==> config.mk <==
export PLATFORM = sky130hd
export DESIGN_NAME = decode_stage
export DESIGN_NICKNAME = d
export VERILOG_FILES = /design/src/logic/decode_pkg.sv /design/src/logic/inst_decoder.sv /design/src/logic/operand_forward.sv /design/src/logic/operand_branch_select.sv /design/src/logic/decode_stage.sv
export VERILOG_INCLUDE_DIRS = /design/src /design/src/include
export SDC_FILE = /design/constraint.sdc
export NUM_CORES = 1
export LEC_CHECK = 0
export ABC_AREA = 0
export BUFFER_PORTS_ARGS = -buffer_cell sky130_fd_sc_hd__clkbuf_2
export CAP_MARGIN = 20
export CORE_AREA = 2 2 196 198
export DETAILED_ROUTE_END_ITERATION = 10
export DIE_AREA = 0 0 198 200
export GPL_ROUTABILITY_DRIVEN = 0
export PLACE_DENSITY_LB_ADDON = 0.2
export SYNTH_ARGS = -nofsm -noshare
export SYNTH_HDL_FRONTEND = slang
export SYNTH_SLANG_ARGS = --single-unit
export TNS_END_PERCENT = 10
==> constraint.sdc <==
create_clock -name clk -period 5.5 [get_ports clk]
set_input_delay 1.1 -clock clk [delete_from_list [all_inputs] [get_ports clk]]
set_output_delay 1.1 -clock clk [all_outputs]
set_load 0.005 [all_outputs]
==> src/include/decode_params.svh <==
`ifndef DECODE_PARAMS_SVH
`define DECODE_PARAMS_SVH

//////////////////////////////
// datapath widths
//////////////////////////////

`define DATA_W      32              // general register and pc width
`define REG_ADDR_W  5               // 32 general registers

//////////////////////////////
// fixed values
//////////////////////////////

`define RESET_PC    32'hbfc00000    // boot rom entry
`define LINK_REG    5'd31           // ra, written by jal and the link branches

// one bypass unit per source operand, rs and rt
`define NUM_SRC     2

`endif

==> src/logic/decode_pkg.sv <==
`include "decode_params.svh"

package decode_pkg;

    //////////////////////////////
    // scalar types
    //////////////////////////////

    typedef logic [`DATA_W-1:0]     word_t;
    typedef logic [`REG_ADDR_W-1:0] reg_addr_t;

    // operation handed to the execute stage
    typedef enum logic [2:0] {
        alu_add    = 3'd0,          // also loads, stores, addi/addiu
        alu_and    = 3'd1,
        alu_r_type = 3'd2,          // exe decodes func itself
        alu_slt    = 3'd3,
        alu_sltu   = 3'd4,
        alu_lui    = 3'd5,
        alu_or     = 3'd6,
        alu_xor    = 3'd7
    } alu_op_e;

    //////////////////////////////
    // instruction word views
    //////////////////////////////

    typedef union packed {
        struct packed {
            logic [5:0] op;
            logic [4:0] rs;
            logic [4:0] rt;
            logic [4:0] rd;
            logic [4:0] sa;
            logic [5:0] func;
        } r;
        struct packed {
            logic [5:0]  op;
            logic [4:0]  rs;
            logic [4:0]  rt;
            logic [15:0] imm;       // also the branch offset
        } i;
        struct packed {
            logic [5:0]  op;
            logic [25:0] index;     // j/jal target index
        } j;
    } inst_word_u;

endpackage

==> src/logic/inst_decoder.sv <==
`timescale 1ns/1ps
`include "decode_params.svh"

module inst_decoder (
    input  decode_pkg::inst_word_u inst,
    output decode_pkg::reg_addr_t  rf_raddr1,
    output decode_pkg::reg_addr_t  rf_raddr2,
    output decode_pkg::reg_addr_t  dest,
    output decode_pkg::alu_op_e    alu_op,
    output logic                   is_rtype,
    output logic                   uses_rt,
    output logic                   is_zero_ext,
    output logic                   is_bneq,
    output logic                   is_bgtlez,
    output logic                   is_bgeltz,
    output logic                   is_j,
    output logic                   is_jr,
    output logic                   saveal,
    output logic                   signed_op,
    output logic                   inst_known
);

    logic [5:0] op;
    logic [4:0] rs;
    logic [4:0] rt;
    logic [4:0] rd;
    logic [4:0] sa;
    logic [5:0] func;

    logic r_nosa;                   // R-type with sa field clear
    logic r_nors;                   // R-type with rs field clear
    logic is_add, is_addu, is_sub, is_subu;
    logic is_slt, is_sltu;
    logic is_and, is_or, is_xor, is_nor;
    logic is_sllv, is_srlv, is_srav;
    logic is_sll, is_srl, is_sra;
    logic is_jalr, is_jr_only;
    logic is_addi, is_addiu, is_slti, is_sltiu;
    logic is_andi, is_ori, is_xori, is_lui;
    logic is_load, is_store;
    logic alu_rtype, shift_rtype;

    assign op   = inst.r.op;
    assign rs   = inst.r.rs;
    assign rt   = inst.r.rt;
    assign rd   = inst.r.rd;
    assign sa   = inst.r.sa;
    assign func = inst.r.func;

    //////////////////////////////
    // R-type patterns
    //////////////////////////////

    assign r_nosa  = (op == 6'b000000) && (sa == 5'd0);
    assign r_nors  = (op == 6'b000000) && (rs == 5'd0);

    assign is_add  = r_nosa && (func == 6'b100000);
    assign is_addu = r_nosa && (func == 6'b100001);
    assign is_sub  = r_nosa && (func == 6'b100010);
    assign is_subu = r_nosa && (func == 6'b100011);
    assign is_and  = r_nosa && (func == 6'b100100);
    assign is_or   = r_nosa && (func == 6'b100101);
    assign is_xor  = r_nosa && (func == 6'b100110);
    assign is_nor  = r_nosa && (func == 6'b100111);
    assign is_slt  = r_nosa && (func == 6'b101010);
    assign is_sltu = r_nosa && (func == 6'b101011);
    assign is_sllv = r_nosa && (func == 6'b000100);
    assign is_srlv = r_nosa && (func == 6'b000110);
    assign is_srav = r_nosa && (func == 6'b000111);
    assign is_sll  = r_nors && (func == 6'b000000);     // all zero word is the nop
    assign is_srl  = r_nors && (func == 6'b000010);
    assign is_sra  = r_nors && (func == 6'b000011);

    assign is_jalr    = r_nosa && (rt == 5'd0) && (func == 6'b001001);
    assign is_jr_only = r_nosa && (rt == 5'd0) && (rd == 5'd0) && (func == 6'b001000);

    assign alu_rtype   = is_add || is_addu || is_sub || is_subu || is_and || is_or
                       || is_xor || is_nor || is_slt || is_sltu;
    assign shift_rtype = is_sllv || is_srlv || is_srav || is_sll || is_srl || is_sra;

    //////////////////////////////
    // I-type and J-type patterns
    //////////////////////////////

    assign is_addi  = (op == 6'b001000);
    assign is_addiu = (op == 6'b001001);
    assign is_slti  = (op == 6'b001010);
    assign is_sltiu = (op == 6'b001011);
    assign is_andi  = (op == 6'b001100);
    assign is_ori   = (op == 6'b001101);
    assign is_xori  = (op == 6'b001110);
    assign is_lui   = (op == 6'b001111) && (rs == 5'd0);

    assign is_load  = (op[5:3] == 3'b100) && (op[2:0] != 3'b111);
    assign is_store = (op[5:2] == 4'b1010) || (op == 6'b101110);  // sb sh swl sw, swr

    assign is_bneq   = (op[5:1] == 5'b00010);                     // beq bne
    assign is_bgtlez = (op[5:1] == 5'b00011) && (rt == 5'd0);     // blez bgtz
    assign is_bgeltz = (op == 6'b000001) && (rt[3:1] == 3'b000);  // bltz bgez and link forms
    assign is_j      = (op[5:1] == 5'b00001);                     // j jal
    assign is_jr     = is_jr_only || is_jalr;

    //////////////////////////////
    // class flags and outputs
    //////////////////////////////

    assign is_rtype    = (op == 6'b000000);
    assign uses_rt     = is_rtype || is_bneq || is_store;
    assign is_zero_ext = is_andi || is_ori || is_xori;
    assign signed_op   = is_add || is_addi || is_sub;
    assign saveal      = (op == 6'b000011) || (is_bgeltz && rt[4]) || is_jalr;

    assign rf_raddr1 = rs;
    assign rf_raddr2 = rt;

    // jalr keeps its rd, normally 31
    assign dest = is_rtype ? rd :
                  saveal   ? `LINK_REG :
                             rt;

    always_comb begin
        if (is_rtype)
            alu_op = decode_pkg::alu_r_type;
        else if (is_load || is_store || is_addi || is_addiu)
            alu_op = decode_pkg::alu_add;
        else if (is_slti)
            alu_op = decode_pkg::alu_slt;
        else if (is_sltiu)
            alu_op = decode_pkg::alu_sltu;
        else if (is_lui)
            alu_op = decode_pkg::alu_lui;
        else if (is_andi)
            alu_op = decode_pkg::alu_and;
        else if (is_ori)
            alu_op = decode_pkg::alu_or;
        else if (is_xori)
            alu_op = decode_pkg::alu_xor;
        else
            alu_op = decode_pkg::alu_r_type;    // branches and jumps
    end

    assign inst_known = alu_rtype || shift_rtype || is_jr
                      || is_addi || is_addiu || is_slti || is_sltiu
                      || is_andi || is_ori || is_xori || is_lui
                      || is_load || is_store
                      || is_bneq || is_bgtlez || is_bgeltz || is_j;

endmodule

==> src/logic/operand_forward.sv <==
`timescale 1ns/1ps

module operand_forward (
    input  decode_pkg::reg_addr_t raddr,
    input  decode_pkg::word_t     rf_rdata,
    input  logic                  exe_wen,
    input  logic                  mem_wen,
    input  logic                  wb_wen,
    input  logic                  exe_ready,
    input  logic                  mem_ready,
    input  decode_pkg::reg_addr_t exe_dest,
    input  decode_pkg::reg_addr_t mem_dest,
    input  decode_pkg::reg_addr_t wb_dest,
    input  decode_pkg::word_t     exe_value,
    input  decode_pkg::word_t     mem_value,
    input  decode_pkg::word_t     wb_value,
    output decode_pkg::word_t     value,
    output logic                  hazard
);

    logic exe_hit;
    logic mem_hit;
    logic wb_hit;

    // r0 is never written, so never bypassed
    assign exe_hit = exe_wen && (exe_dest != '0) && (exe_dest == raddr);
    assign mem_hit = mem_wen && (mem_dest != '0) && (mem_dest == raddr);
    assign wb_hit  = wb_wen  && (wb_dest  != '0) && (wb_dest  == raddr);

    always_comb begin
        value  = rf_rdata;
        hazard = 1'b0;
        if (exe_hit) begin              // youngest result wins
            value  = exe_value;
            hazard = !exe_ready;        // load still in flight
        end else if (mem_hit) begin
            value  = mem_value;
            hazard = !mem_ready;
        end else if (wb_hit) begin
            value  = wb_value;          // wb is always ready
        end

        a_no_r0_hazard: assert (raddr != '0 || !hazard)
            else $error("bypass hazard raised on register 0");
    end

endmodule

==> src/logic/operand_branch_select.sv <==
`timescale 1ns/1ps
`include "decode_params.svh"

module operand_branch_select (
    input  decode_pkg::inst_word_u inst,
    input  decode_pkg::word_t      pc,
    input  decode_pkg::word_t      fwd_value0,
    input  decode_pkg::word_t      fwd_value1,
    input  logic                   fwd_hazard0,
    input  logic                   fwd_hazard1,
    input  logic                   is_rtype,
    input  logic                   uses_rt,
    input  logic                   is_zero_ext,
    input  logic                   is_bneq,
    input  logic                   is_bgtlez,
    input  logic                   is_bgeltz,
    input  logic                   is_j,
    input  logic                   is_jr,
    output decode_pkg::word_t      vsrc1,
    output decode_pkg::word_t      vsrc2,
    output decode_pkg::word_t      st_value,
    output decode_pkg::word_t      br_target,
    output logic                   br_taken,
    output logic                   br_is_br,
    output logic                   br_is_j,
    output logic                   br_is_jr,
    output logic                   de_block,
    output logic [15:0]            br_offset,
    output logic [25:0]            br_index
);

    decode_pkg::word_t sext_imm;
    decode_pkg::word_t zext_imm;
    logic              equal;
    logic              gez;
    logic              gtz;

    assign sext_imm = {{(`DATA_W-16){inst.i.imm[15]}}, inst.i.imm};
    assign zext_imm = {{(`DATA_W-16){1'b0}}, inst.i.imm};

    //////////////////////////////
    // source values
    //////////////////////////////

    assign vsrc1    = fwd_value0;
    assign vsrc2    = is_rtype    ? fwd_value1 :
                      is_zero_ext ? zext_imm   :
                                    sext_imm;
    assign st_value = fwd_value1;

    //////////////////////////////
    // branch resolution
    //////////////////////////////

    assign equal = (fwd_value0 == fwd_value1);
    assign gez   = !fwd_value0[`DATA_W-1];
    assign gtz   = gez && (fwd_value0 != '0);

    // op bit 0 picks bne/bgtz, rt bit 0 picks bgez
    assign br_taken = (is_bneq   && (equal ^ inst.i.op[0]))
                   || (is_bgeltz && !(gez ^ inst.i.rt[0]))
                   || (is_bgtlez && !(gtz ^ inst.i.op[0]));

    assign br_is_br  = is_bneq || is_bgtlez || is_bgeltz;
    assign br_is_j   = is_j;
    assign br_is_jr  = is_jr;
    assign br_offset = inst.i.imm;
    assign br_index  = inst.j.index;
    assign br_target = fwd_value0;      // register target, fetch forms the others

    always_comb begin
        a_one_branch_kind: assert ($isunknown({br_is_br, br_is_j, br_is_jr})
                                   || $onehot0({br_is_br, br_is_j, br_is_jr}))
            else $error("more than one branch kind decoded");
    end

    assign de_block = fwd_hazard0 || (uses_rt && fwd_hazard1);

endmodule

==> src/logic/decode_stage.sv <==
`timescale 1ns/1ps
`include "decode_params.svh"

module decode_stage (
    input  logic                  clk,
    input  logic                  resetn,
    input  decode_pkg::word_t     fe_inst,
    input  decode_pkg::word_t     fe_pc,
    input  logic                  hold,             // external back-pressure
    input  decode_pkg::word_t     rf_rdata1,
    input  decode_pkg::word_t     rf_rdata2,
    input  logic                  exe_wen,
    input  decode_pkg::reg_addr_t exe_dest,
    input  decode_pkg::word_t     exe_value,
    input  logic                  exe_ready,
    input  logic                  mem_wen,
    input  decode_pkg::reg_addr_t mem_dest,
    input  decode_pkg::word_t     mem_value,
    input  logic                  mem_ready,
    input  logic                  wb_wen,
    input  decode_pkg::reg_addr_t wb_dest,
    input  decode_pkg::word_t     wb_value,
    output decode_pkg::word_t     de_inst,
    output decode_pkg::word_t     de_pc,
    output decode_pkg::reg_addr_t rf_raddr1,
    output decode_pkg::reg_addr_t rf_raddr2,
    output decode_pkg::reg_addr_t de_dest,
    output decode_pkg::alu_op_e   de_out_op,
    output decode_pkg::word_t     de_vsrc1,
    output decode_pkg::word_t     de_vsrc2,
    output decode_pkg::word_t     de_st_value,
    output logic                  de_signed_op,
    output logic                  de_saveal,
    output logic                  de_inst_known,
    output logic                  br_taken,
    output logic                  br_is_br,
    output logic                  br_is_j,
    output logic                  br_is_jr,
    output logic [15:0]           br_offset,
    output logic [25:0]           br_index,
    output decode_pkg::word_t     br_target,
    output logic                  de_block
);

    decode_pkg::inst_word_u inst_view;
    decode_pkg::reg_addr_t  src_addr  [`NUM_SRC];
    decode_pkg::word_t      src_rdata [`NUM_SRC];
    decode_pkg::word_t      fwd_value [`NUM_SRC];
    logic [`NUM_SRC-1:0]    fwd_hazard;
    logic                   is_rtype, uses_rt, is_zero_ext;
    logic                   is_bneq, is_bgtlez, is_bgeltz, is_j, is_jr;

    //////////////////////////////
    // instruction and pc register
    //////////////////////////////

    always_ff @(posedge clk) begin
        if (!resetn) begin
            de_inst <= '0;              // sll nop
            de_pc   <= `RESET_PC;
        end else if (!(de_block || hold)) begin
            de_inst <= fe_inst;
            de_pc   <= fe_pc;
        end
    end

    assign inst_view = de_inst;

    inst_decoder i_dec (
        .inst(inst_view), .rf_raddr1(rf_raddr1), .rf_raddr2(rf_raddr2),
        .dest(de_dest), .alu_op(de_out_op), .is_rtype(is_rtype), .uses_rt(uses_rt),
        .is_zero_ext(is_zero_ext), .is_bneq(is_bneq), .is_bgtlez(is_bgtlez),
        .is_bgeltz(is_bgeltz), .is_j(is_j), .is_jr(is_jr), .saveal(de_saveal),
        .signed_op(de_signed_op), .inst_known(de_inst_known)
    );

    // rs feeds unit 0, rt feeds unit 1
    assign src_addr[0]  = rf_raddr1;
    assign src_addr[1]  = rf_raddr2;
    assign src_rdata[0] = rf_rdata1;
    assign src_rdata[1] = rf_rdata2;

    for (genvar g = 0; g < `NUM_SRC; g++) begin : g_fwd
        operand_forward i_fwd (
            .raddr(src_addr[g]), .rf_rdata(src_rdata[g]),
            .exe_wen(exe_wen), .mem_wen(mem_wen), .wb_wen(wb_wen),
            .exe_ready(exe_ready), .mem_ready(mem_ready),
            .exe_dest(exe_dest), .mem_dest(mem_dest), .wb_dest(wb_dest),
            .exe_value(exe_value), .mem_value(mem_value), .wb_value(wb_value),
            .value(fwd_value[g]), .hazard(fwd_hazard[g])
        );
    end

    operand_branch_select i_sel (
        .inst(inst_view), .pc(de_pc),
        .fwd_value0(fwd_value[0]), .fwd_value1(fwd_value[1]),
        .fwd_hazard0(fwd_hazard[0]), .fwd_hazard1(fwd_hazard[1]),
        .is_rtype(is_rtype), .uses_rt(uses_rt), .is_zero_ext(is_zero_ext),
        .is_bneq(is_bneq), .is_bgtlez(is_bgtlez), .is_bgeltz(is_bgeltz),
        .is_j(is_j), .is_jr(is_jr),
        .vsrc1(de_vsrc1), .vsrc2(de_vsrc2), .st_value(de_st_value),
        .br_target(br_target), .br_taken(br_taken), .br_is_br(br_is_br),
        .br_is_j(br_is_j), .br_is_jr(br_is_jr), .de_block(de_block),
        .br_offset(br_offset), .br_index(br_index)
    );

    // a stall request freezes the stage on the next edge
    a_block_holds: assert property (@(posedge clk) disable iff (!resetn)
        de_block |=> ($stable(de_inst) && $stable(de_pc)))
        else $error("decode register changed during a stall");

endmodule

==> impl_metrics.py, run 1 <==
metrics = {
    "finish": {
        "layout-drive-gt1-share_pct": 47.1,
        "syn_to_final_growth_pct": 54.6,
        "nFillCells": 4117,
        "multi_input_area_um2": 6210,
        "fin_cells": 2237,
        "nNetsFinal": 1962,
        "seq_area_um2": 1280,
    },
    "route": {
        "wl_um": 54100,
        "drt_iter0_drc": 719,
        "dr.pass1.iters": 6,
        "vias": 11800,
        "wl_per_cell_um": 24.2,
        "final_antenna_net_count": 0,
        "drt-vias-per-instance": 5.28,
        "drc": 0,
    },
    "sta": {
        "setup_viol": 1,
        "timing.hold.ws_ns": 0.460,
        "tns_ns": -0.201,
        "relSlewSlack_pct": 27.7,
        "fin_ws_ns": -0.201,
        "finalHoldViolCount": 0,
        "final_max_slew_viol_count": 0,
        "rsz0062_at_grt": "true",
        "worstMarginPinSlew_ns": 1.08,
        "finClkSkew_ns": 0.00830,
        "period_minus_slack_ns": 5.70,
        "fin_crit_sh_pct": 104,
        "max_freq_ghz": 0.175,
    },
    "global_routing": {
        "grt_pass1_wl_um": 75700,
        "grt_use_total_pct": 26.1,
        "grt_pass1_vias": 11400,
        "antenna_found_initial": 7,
        "grt_overflow": 0,
        "grt_max_degree": 65,
    },
    "cts": {
        "cts_tree": "done",
        "path_clk_slew_ns": 0.06,
        "htreeDepth": 3,
        "clock_path_buffers": 2,
        "cts_hold_buf": 0,
        "cts_made_buffers": 9,
        "cts.sinks": 64,
        "cts-root-buf": "clkbuf_16",
        "clk_latency_ns": 0.34,
    },
    "worst_hold_path": {
        "hold_path.class": "reg2reg",
    },
    "yosys": {
        "synth_edf_count": 0,
        "async_flop_share_pct": 0,
        "synth_flop_cell": "dfxtp_1",
        "synth_seq_area_share_pct": 15.6,
        "synth_common_cells": "nand2_1, buf_4, clkbuf_1",
        "ys_types": 61,
        "ys_warn_count": 0,
        "synthTopCellsByArea": "dfxtp_1, nand2_1, buf_4",
        "synth_top_area_share_pct": 15.6,
        "yosys.area.top_type": "dfxtp_1",
        "syn_area_um2": 8230,
        "synth_area_per_cell_um2": 6.70,
        "synth-seq-cells": 64,
        "synth_nets": 1476,
        "yosysMostFrequentCell": "nand2_1",
        "syn_inst": 1229,
    },
    "critical_path": {
        "critPathSlowestCell": "or4_4",
        "crit_path_end_kind": "output port",
        "startpoint": "wb_dest[2]",
        "crit_arrival_ns": 4.60,
        "r2r_cells": 12,
        "slowest_delay_ns": 0.58,
        "crit_type": "in2out",
        "path_max_fanout": 12,
        "startpoint_type": "primary input",
        "cp-endpoint": "br_taken",
        "r2r-end": "de_inst[26]",
        "crit_path_frequent_cell": "buf_4",
        "path_cells": "clkbuf_2, or4_4, buf_4, o21ai_4, buf_12, buf_4, o31ai_1, a311o_1, o211ai_1, nand4_1, nor4_2, buf_4, nand4_1, xnor2_1, o21ai_2, buf_2",
        "reg2reg_from": "de_inst[24]",
        "r2r_slack_ns": 1.65,
        "cp.required_ns": 4.40,
    },
    "pwr": {
        "p_total_mw": 2.23,
        "ir_drop_mv": 0.202,
        "power_per_cell_area_nw_per_um2": 176,
        "leakagePower_nw": 5.75,
    },
    "die": {
        "fp.dieArea_um2": 39600,
        "io_pins": 507,
        "core_area_um2": 37400,
        "rows": 71,
        "die_h_um": 200,
        "die_w_um": 198,
        "initial_core_util_pct": 22.0,
    },
    "run_status": {
        "violations": "negative setup slack",
        "status": "finished, violations left",
    },
    "flow_run": {
        "max_cap_violations": 0,
    },
    "placement": {
        "dp_cells": 2204,
        "dpl.hpwl_um": 44100,
        "portBuffers": 506,
    },
}
## layout make-up
cell class,instances,area share (%)
antenna,6,0.118
timing repair buffer,681,33.5
inverter,6,0.177
clock inverter,7,0.570
clock buffer,9,1.77
tap,511,5.03
sequential,64,10.1
multi-input combinational,953,48.8
## cells by family after synthesis
logic type      synth area share [%]
flops                           15.6
mux                            0.441
buf+inv                         14.4
xor+xnor                        3.30
simple gates                    36.6
compound gates                  29.7
## timing repair
action | 4_1_cts | 5_1_grt
cloned | 3 | 2
setup buffers | 3 | 4
pin swaps | 20 | 21
gates resized for setup | 29 | 37
endpoints found under the setup margin | 1 | 1
## flip-flops by register name, indices dropped and copies added (netlist names)
name / flops
de_inst: 32
de_pc: 32
## per-stage QoR
step / setup WS [ns] / instance area, µm² / util (%)
finish: -0.201 / 12700 / 34.0
global route: -0.303 / 12700 / 34.0
CTS: -0.199 / 12400 / 33.1
detailed placement: -0.481 / 11800 / 31.5
global placement: -0.479 / 11800 / 31.5
floorplan: 0.508 / 8230 / -
## worst max-delay path, delay by kind of cell
| family | cells | cell delay, ns |
|---|---|---|
| AOI/OAI and AO/OA | 5 | 1.02 |
| xor gates and xnor gates | 1 | 0.22 |
| and+or+nand+nor | 4 | 1.33 |
| buffers and inverters | 6 | 0.92 |
## cell usage in the layout (no fill, tap or decap), types with 12 or more instances in the layout
master / n
and2_1: 33
o211ai_1: 31
a31oi_1: 17
nor2_1: 41
buf_4: 147
a211o_1: 32
xnor2_1: 19
clkbuf_2: 504
a21boi_0: 47
nand4_1: 58
buf_12: 23
a21oi_1: 16
o31ai_1: 47
nor4_1: 42
or2_2: 34
nor3_1: 76
dfxtp_1: 64
nand3_1: 45
a311oi_2: 19
a311o_1: 33
o31ai_2: 12
nand2_1: 243
## how the worst min path moves through the flow
stage | from | endpoint | cells after the start
4_1_cts | de_pc[10] | de_pc[10] | 2
5_1_grt | de_pc[1] | de_pc[1] | 2
2_1_floorplan | de_pc[18] | de_pc[18] | 2
6_report | de_pc[1] | de_pc[1] | 2
3_5_place_dp | de_pc[25] | de_pc[25] | 2
3_3_place_gp | de_pc[31] | de_pc[31] | 2
## layer usage
layer / vias up / track usage, % / share of wire [%]
li1: 5466 / - / -
met1: 5578 / 28.3 / 37
met2: 640 / 48.3 / 50
met3: 122 / 5.01 / 7.5
met4: 2 / 13.4 / 5.6
met5: - / 0 / 0.030
## report_power, final
part	internal (mW)	total [mW]	switching, mW
clock	0.350	0.577	0.226
sequential	0.493	0.545	0.0514
combinational	0.491	1.11	0.623
total	1.33	2.23	0.900
Power figures use the tool's default switching activity.
==> inputs of run 2 (changes only) <==
==> constraint.sdc (replaced) <==
create_clock -name clk -period 5.5 [get_ports clk]
set_input_delay 0.275 -clock clk [delete_from_list [all_inputs] [get_ports clk]]
set_output_delay 0.275 -clock clk [all_outputs]
set_load 0.005 [all_outputs]
==> impl_metrics.py, run 2 (synthesis gave the netlist of run 1 again) <==
metrics = {
    "route": {
        "wl_um": 54100,
        "dr.pass1.iters": 5,
        "drt_iter0_drc": 869,
        "vias": 11300,
        "drt-vias-per-instance": 5.39,
        "final_antenna_net_count": 0,
        "wl_per_cell_um": 25.7,
        "drc": 0,
    },
    "critical_path": {
        "startpoint_type": "register",
        "r2r_slack_ns": 2.01,
        "crit_path_end_kind": "output port",
        "cp.required_ns": 5.22,
        "crit_type": "reg2out",
        "path_max_fanout": 23,
        "crit_arrival_ns": 4.83,
    },
    "global_routing": {
        "grt_pass1_wl_um": 75600,
        "grt_overflow": 0,
        "grt_max_degree": 65,
        "antenna_found_initial": 10,
        "grt_pass1_vias": 10900,
        "grt_use_total_pct": 26.3,
    },
    "placement": {
        "dp_cells": 2078,
        "dpl.hpwl_um": 44100,
        "portBuffers": 506,
    },
    "cts": {
        "clk_latency_ns": 0.34,
        "path_clk_slew_ns": 0.06,
        "cts_resized": 0,
        "clock_path_buffers": 2,
        "htreeDepth": 3,
        "cts-root-buf": "clkbuf_16",
        "cts.sinks": 64,
        "post_cts_buffers": 0,
        "cts_tree": "done",
        "cts_made_buffers": 9,
        "cts_hold_buf": 0,
    },
    "pwr": {
        "leakagePower_nw": 4.83,
        "p_total_mw": 2.10,
        "power_per_cell_area_nw_per_um2": 191,
        "ir_drop_mv": 0.222,
    },
    "finish": {
        "nNetsFinal": 1825,
        "top_regs": "de_inst (32), de_pc (32)",
        "fin_cells": 2102,
        "nFillCells": 4241,
        "final_cell_mix": "clkbuf_2, nand2_1, nor3_1",
        "multi_input_area_um2": 5820,
        "post-route-util_pct": 29.4,
        "syn_to_final_growth_pct": 33.4,
        "layout_commonest_cell": "clkbuf_2",
        "layout-drive-gt1-share_pct": 39.4,
        "seq_area_um2": 1280,
    },
    "sta": {
        "rsz0062_at_grt": "false",
        "fin_crit_sh_pct": 92.8,
        "final_max_slew_viol_count": 0,
        "worstMarginPinSlew_ns": 0.877,
        "relSlewSlack_pct": 41.0,
        "setup_viol": 0,
        "finalHoldViolCount": 0,
        "max_freq_ghz": 0.196,
        "finClkSkew_ns": 0.00744,
        "period_minus_slack_ns": 5.10,
        "tns_ns": 0,
    },
    "die": {
        "io_pins": 507,
        "die_h_um": 200,
        "fp.dieArea_um2": 39600,
        "core_area_um2": 37400,
        "rows": 71,
        "die_w_um": 198,
        "initial_core_util_pct": 22.0,
    },
    "worst_hold_path": {
        "hold_path.class": "in2reg",
    },
    "run_status": {
        "status": "finished, final reports clean",
    },
    "flow_run": {
        "max_cap_violations": 0,
    },
}
==> run 2: cell count changes in the layout (fill, tap and decap cells not counted), moves of 12 or more <==
cell | previous run | this run
a311oi_1 | 11 | 31
a311oi_2 | 19 | 0
buf_12 | 23 | 1
buf_4 | 147 | 34
o31ai_1 | 47 | 64
o31ai_2 | 12 | 0
==> run 2: metrics by stage <==
stage                     hold slack [ns]  worst slack (ns)  area, µm²
after floorplan                     0.399              2.03       8230
after global placement              0.451             0.728      10600
after detailed placement            0.458             0.929      10700
after CTS                           0.128             0.525      11000
after global routing                0.153             0.295      11000
final                               0.143             0.396      11000
==> run 2: per-layer routing <==
layer | routed length, µm | vias up | global-route usage (%)
met5 | 36 | - | 0
met4 | 2550 | 4 | 12.8
met3 | 4630 | 100 | 5.61
met2 | 26900 | 672 | 47.5
met1 | 20000 | 5352 | 29.3
li1 | - | 5198 | -
==> run 2: cell type report <==
type	count	share of cell area [%]
Clock buffer	11	2.30
Tap cell	511	5.82
Multi-Input combinational cell	953	53.0
Antenna cell	9	0.205
Inverter	6	0.205
Timing Repair Buffer	544	26.3
Sequential cell	64	11.7
Clock inverter	4	0.490
==> run 2: critical path, cell delays in order (launching register included) <==
cell and delay [ns]:
dfxtp_1 0.53, xor2_2 0.12, or4_1 0.83, buf_16 0.29, o31ai_1 0.25, a311oi_1 0.21
nor4_1 0.44, nand4_1 0.17, nor4_2 0.63, mux2_4 0.36, a2111oi_2 0.35, o21ai_2 0.13
clkbuf_2 0.15
==> run 2: worst paths after layout <==
path,startpoint,depth (start not counted),endpoint
setup / recovery,de_inst[24],12,br_taken
hold / removal,fe_pc[27],3,de_pc[27]
setup reg to reg,de_inst[19],12,de_inst[7]
hold reg to reg,de_pc[4],2,de_pc[4]
==> run 2: power breakdown <==
group | total (mW) | internal, mW | switching [mW]
logic | 0.957 | 0.374 | 0.583
registers | 0.544 | 0.493 | 0.0511
clock network | 0.596 | 0.374 | 0.223
total | 2.10 | 1.24 | 0.856
==> inputs of run 3 (changes only) <==
--- a/config.mk
+++ b/config.mk
@@ -13,7 +13,8 @@
 export DETAILED_ROUTE_END_ITERATION = 10
 export DIE_AREA = 0 0 198 200
 export GPL_ROUTABILITY_DRIVEN = 0
-export PLACE_DENSITY_LB_ADDON = 0.2
+export PLACE_DENSITY = 0.44
+export SKIP_CTS_REPAIR_TIMING = 1
 export SYNTH_ARGS = -nofsm -noshare
 export SYNTH_HDL_FRONTEND = slang
 export SYNTH_SLANG_ARGS = --single-unit
==> impl_metrics.py, run 3 (synthesis gave the netlist of run 1 again) <==
metrics = {
    "run_status": {
        "status": "finished, final reports clean",
    },
    "global_routing": {
        "grt_max_degree": 67,
        "grt_overflow": 0,
        "grt_pass1_wl_um": 75300,
        "grt_pass1_vias": 10900,
        "grt_use_total_pct": 26.1,
        "antenna_found_initial": 4,
    },
    "cts": {
        "cts.sinks": 64,
        "clk_latency_ns": 0.34,
        "path_clk_slew_ns": 0.06,
        "cts-root-buf": "clkbuf_16",
        "htreeDepth": 3,
        "clock_path_buffers": 2,
        "cts_tree": "done",
        "cts_made_buffers": 9,
    },
    "route": {
        "wl_um": 53600,
        "drt-vias-per-instance": 5.38,
        "final_antenna_net_count": 0,
        "vias": 11300,
        "wl_per_cell_um": 25.6,
        "dr.pass1.iters": 5,
        "drt_iter0_drc": 916,
        "drc": 0,
    },
    "critical_path": {
        "r2r_cells": 13,
        "path_max_fanout": 33,
        "crit_path_end_kind": "output port",
        "path_cells": "xnor2_1, nand4_1, buf_4, or2_1, buf_4, a311oi_1, nor4_1, nand4_1, nor4_2, mux2_4, a2111oi_2, o21ai_2, clkbuf_2",
        "r2r_slack_ns": 1.59,
        "reg2reg_from": "de_inst[19]",
        "critPathSlowestCell": "dfxtp_1",
        "crit_arrival_ns": 4.86,
        "r2r-end": "de_inst[4]",
        "cp.required_ns": 5.22,
        "startpoint_type": "register",
        "slowest_delay_ns": 0.56,
        "crit_type": "reg2out",
    },
    "finish": {
        "design_area_um2": 11000,
        "final_cell_mix": "clkbuf_2, nand2_1, nor3_1",
        "nNetsFinal": 1824,
        "layout_commonest_cell": "clkbuf_2",
        "top_regs": "de_inst (32), de_pc (32)",
        "fin_cells": 2095,
        "layout-drive-gt1-share_pct": 39.4,
        "nFillCells": 4180,
        "syn_to_final_growth_pct": 33.2,
        "post-route-util_pct": 29.3,
    },
    "pwr": {
        "power_per_cell_area_nw_per_um2": 191,
        "comb_power_share_pct": 46.1,
        "power_frac_clock_pct": 28.1,
        "leakagePower_nw": 4.83,
        "power_switching_share_pct": 41.2,
        "seqPwrFrac_pct": 25.8,
        "ir_drop_mv": 0.166,
        "p_total_mw": 2.09,
        "p_switching_mw": 0.862,
        "intPower_mw": 1.23,
    },
    "placement": {
        "portBuffers": 506,
        "pre_cts_slack_ns": 0.892,
        "dpl.hpwl_um": 44100,
        "placed_area_um2": 10600,
        "dp_cells": 2074,
    },
    "sta": {
        "worstMarginPinSlew_ns": 1.12,
        "rsz0062_at_grt": "false",
        "setup_viol": 0,
        "finClkSkew_ns": 0.00849,
        "fin_ws_ns": 0.369,
        "finalHoldViolCount": 0,
        "period_minus_slack_ns": 5.13,
        "final_max_slew_viol_count": 0,
        "relSlewSlack_pct": 25.3,
        "timing.hold.ws_ns": 0.147,
        "fin_crit_sh_pct": 93.3,
        "max_freq_ghz": 0.195,
        "tns_ns": 0,
    },
    "die": {
        "initial_core_util_pct": 22.0,
        "core_area_um2": 37400,
        "die_w_um": 198,
        "die_h_um": 200,
        "rows": 71,
        "io_pins": 507,
        "fp.dieArea_um2": 39600,
    },
    "worst_hold_path": {
        "hold_path_end": "de_pc[31]",
        "hold_path_startpoint": "fe_pc[31]",
        "hold_depth": 3,
        "hold_path.class": "in2reg",
    },
    "flow_run": {
        "max_cap_violations": 0,
    },
}
run 3: cell types whose count changed in the layout (fill, tap and decap cells not counted):
cell and delta:
buf_4 -2, clkbuf_8 -1, diode_2 -7, clkinvlp_4 -1, clkbuf_1 +1, buf_12 +1, clkinv_2 +2
run 3: final cells by class:
| cell class | count | area, µm² | area share (%) |
|---|---|---|---|
| multi-input combinational | 953 | 5820 | 53.1 |
| timing repair buffer | 543 | 2900 | 26.4 |
| sequential | 64 | 1280 | 11.7 |
| tap | 511 | 639 | 5.83 |
| clock buffer | 11 | 243 | 2.21 |
| clock inverter | 5 | 56.3 | 0.514 |
| inverter | 6 | 22.5 | 0.205 |
| antenna | 2 | 5.00 | 0.0457 |
run 3: worst max-delay path: cells and delay by family (launching register included):
kind            cells  cell delay, ns
xor+xnor            1            0.13
buf+inv             3            0.87
flops               1            0.56
mux                 1            0.35
compound gates      3            0.67
simple gates        5            1.92
run 3: worst max path at each step:
stage                          end         from  depth (start not counted)  slack [ns]
after floorplan           br_taken  de_inst[24]                         12        2.03
after global placement    br_taken  de_inst[21]                         13        0.93
after detailed placement  br_taken  de_inst[21]                         13        0.89
after CTS                 br_taken  de_inst[21]                         13        0.49
after global routing      br_taken  de_inst[21]                         13        0.06
final                     br_taken  de_inst[21]                         13        0.37
run 3: power by group through the flow:
stage	combinational [mW]	clock, mW	sequential [mW]
5_1_grt	1.05	0.624	0.545
2_1_floorplan	0.527	0	0.532
3_5_place_dp	0.958	0	0.551
4_1_cts	0.961	0.604	0.541
6_report	0.964	0.588	0.540
3_3_place_gp	0.955	0	0.551
run 3: layer usage:
layer  wire length [µm]  vias to the layer above  GRT usage, %  share of wire, %
met5                 54                        -             0              0.10
met4               2530                        8          11.8               4.7
met3               4230                      114          6.27               7.9
met2              27100                      647          48.4                51
met1              19700                     5307          28.1                37
li1                   -                     5202             -                 -
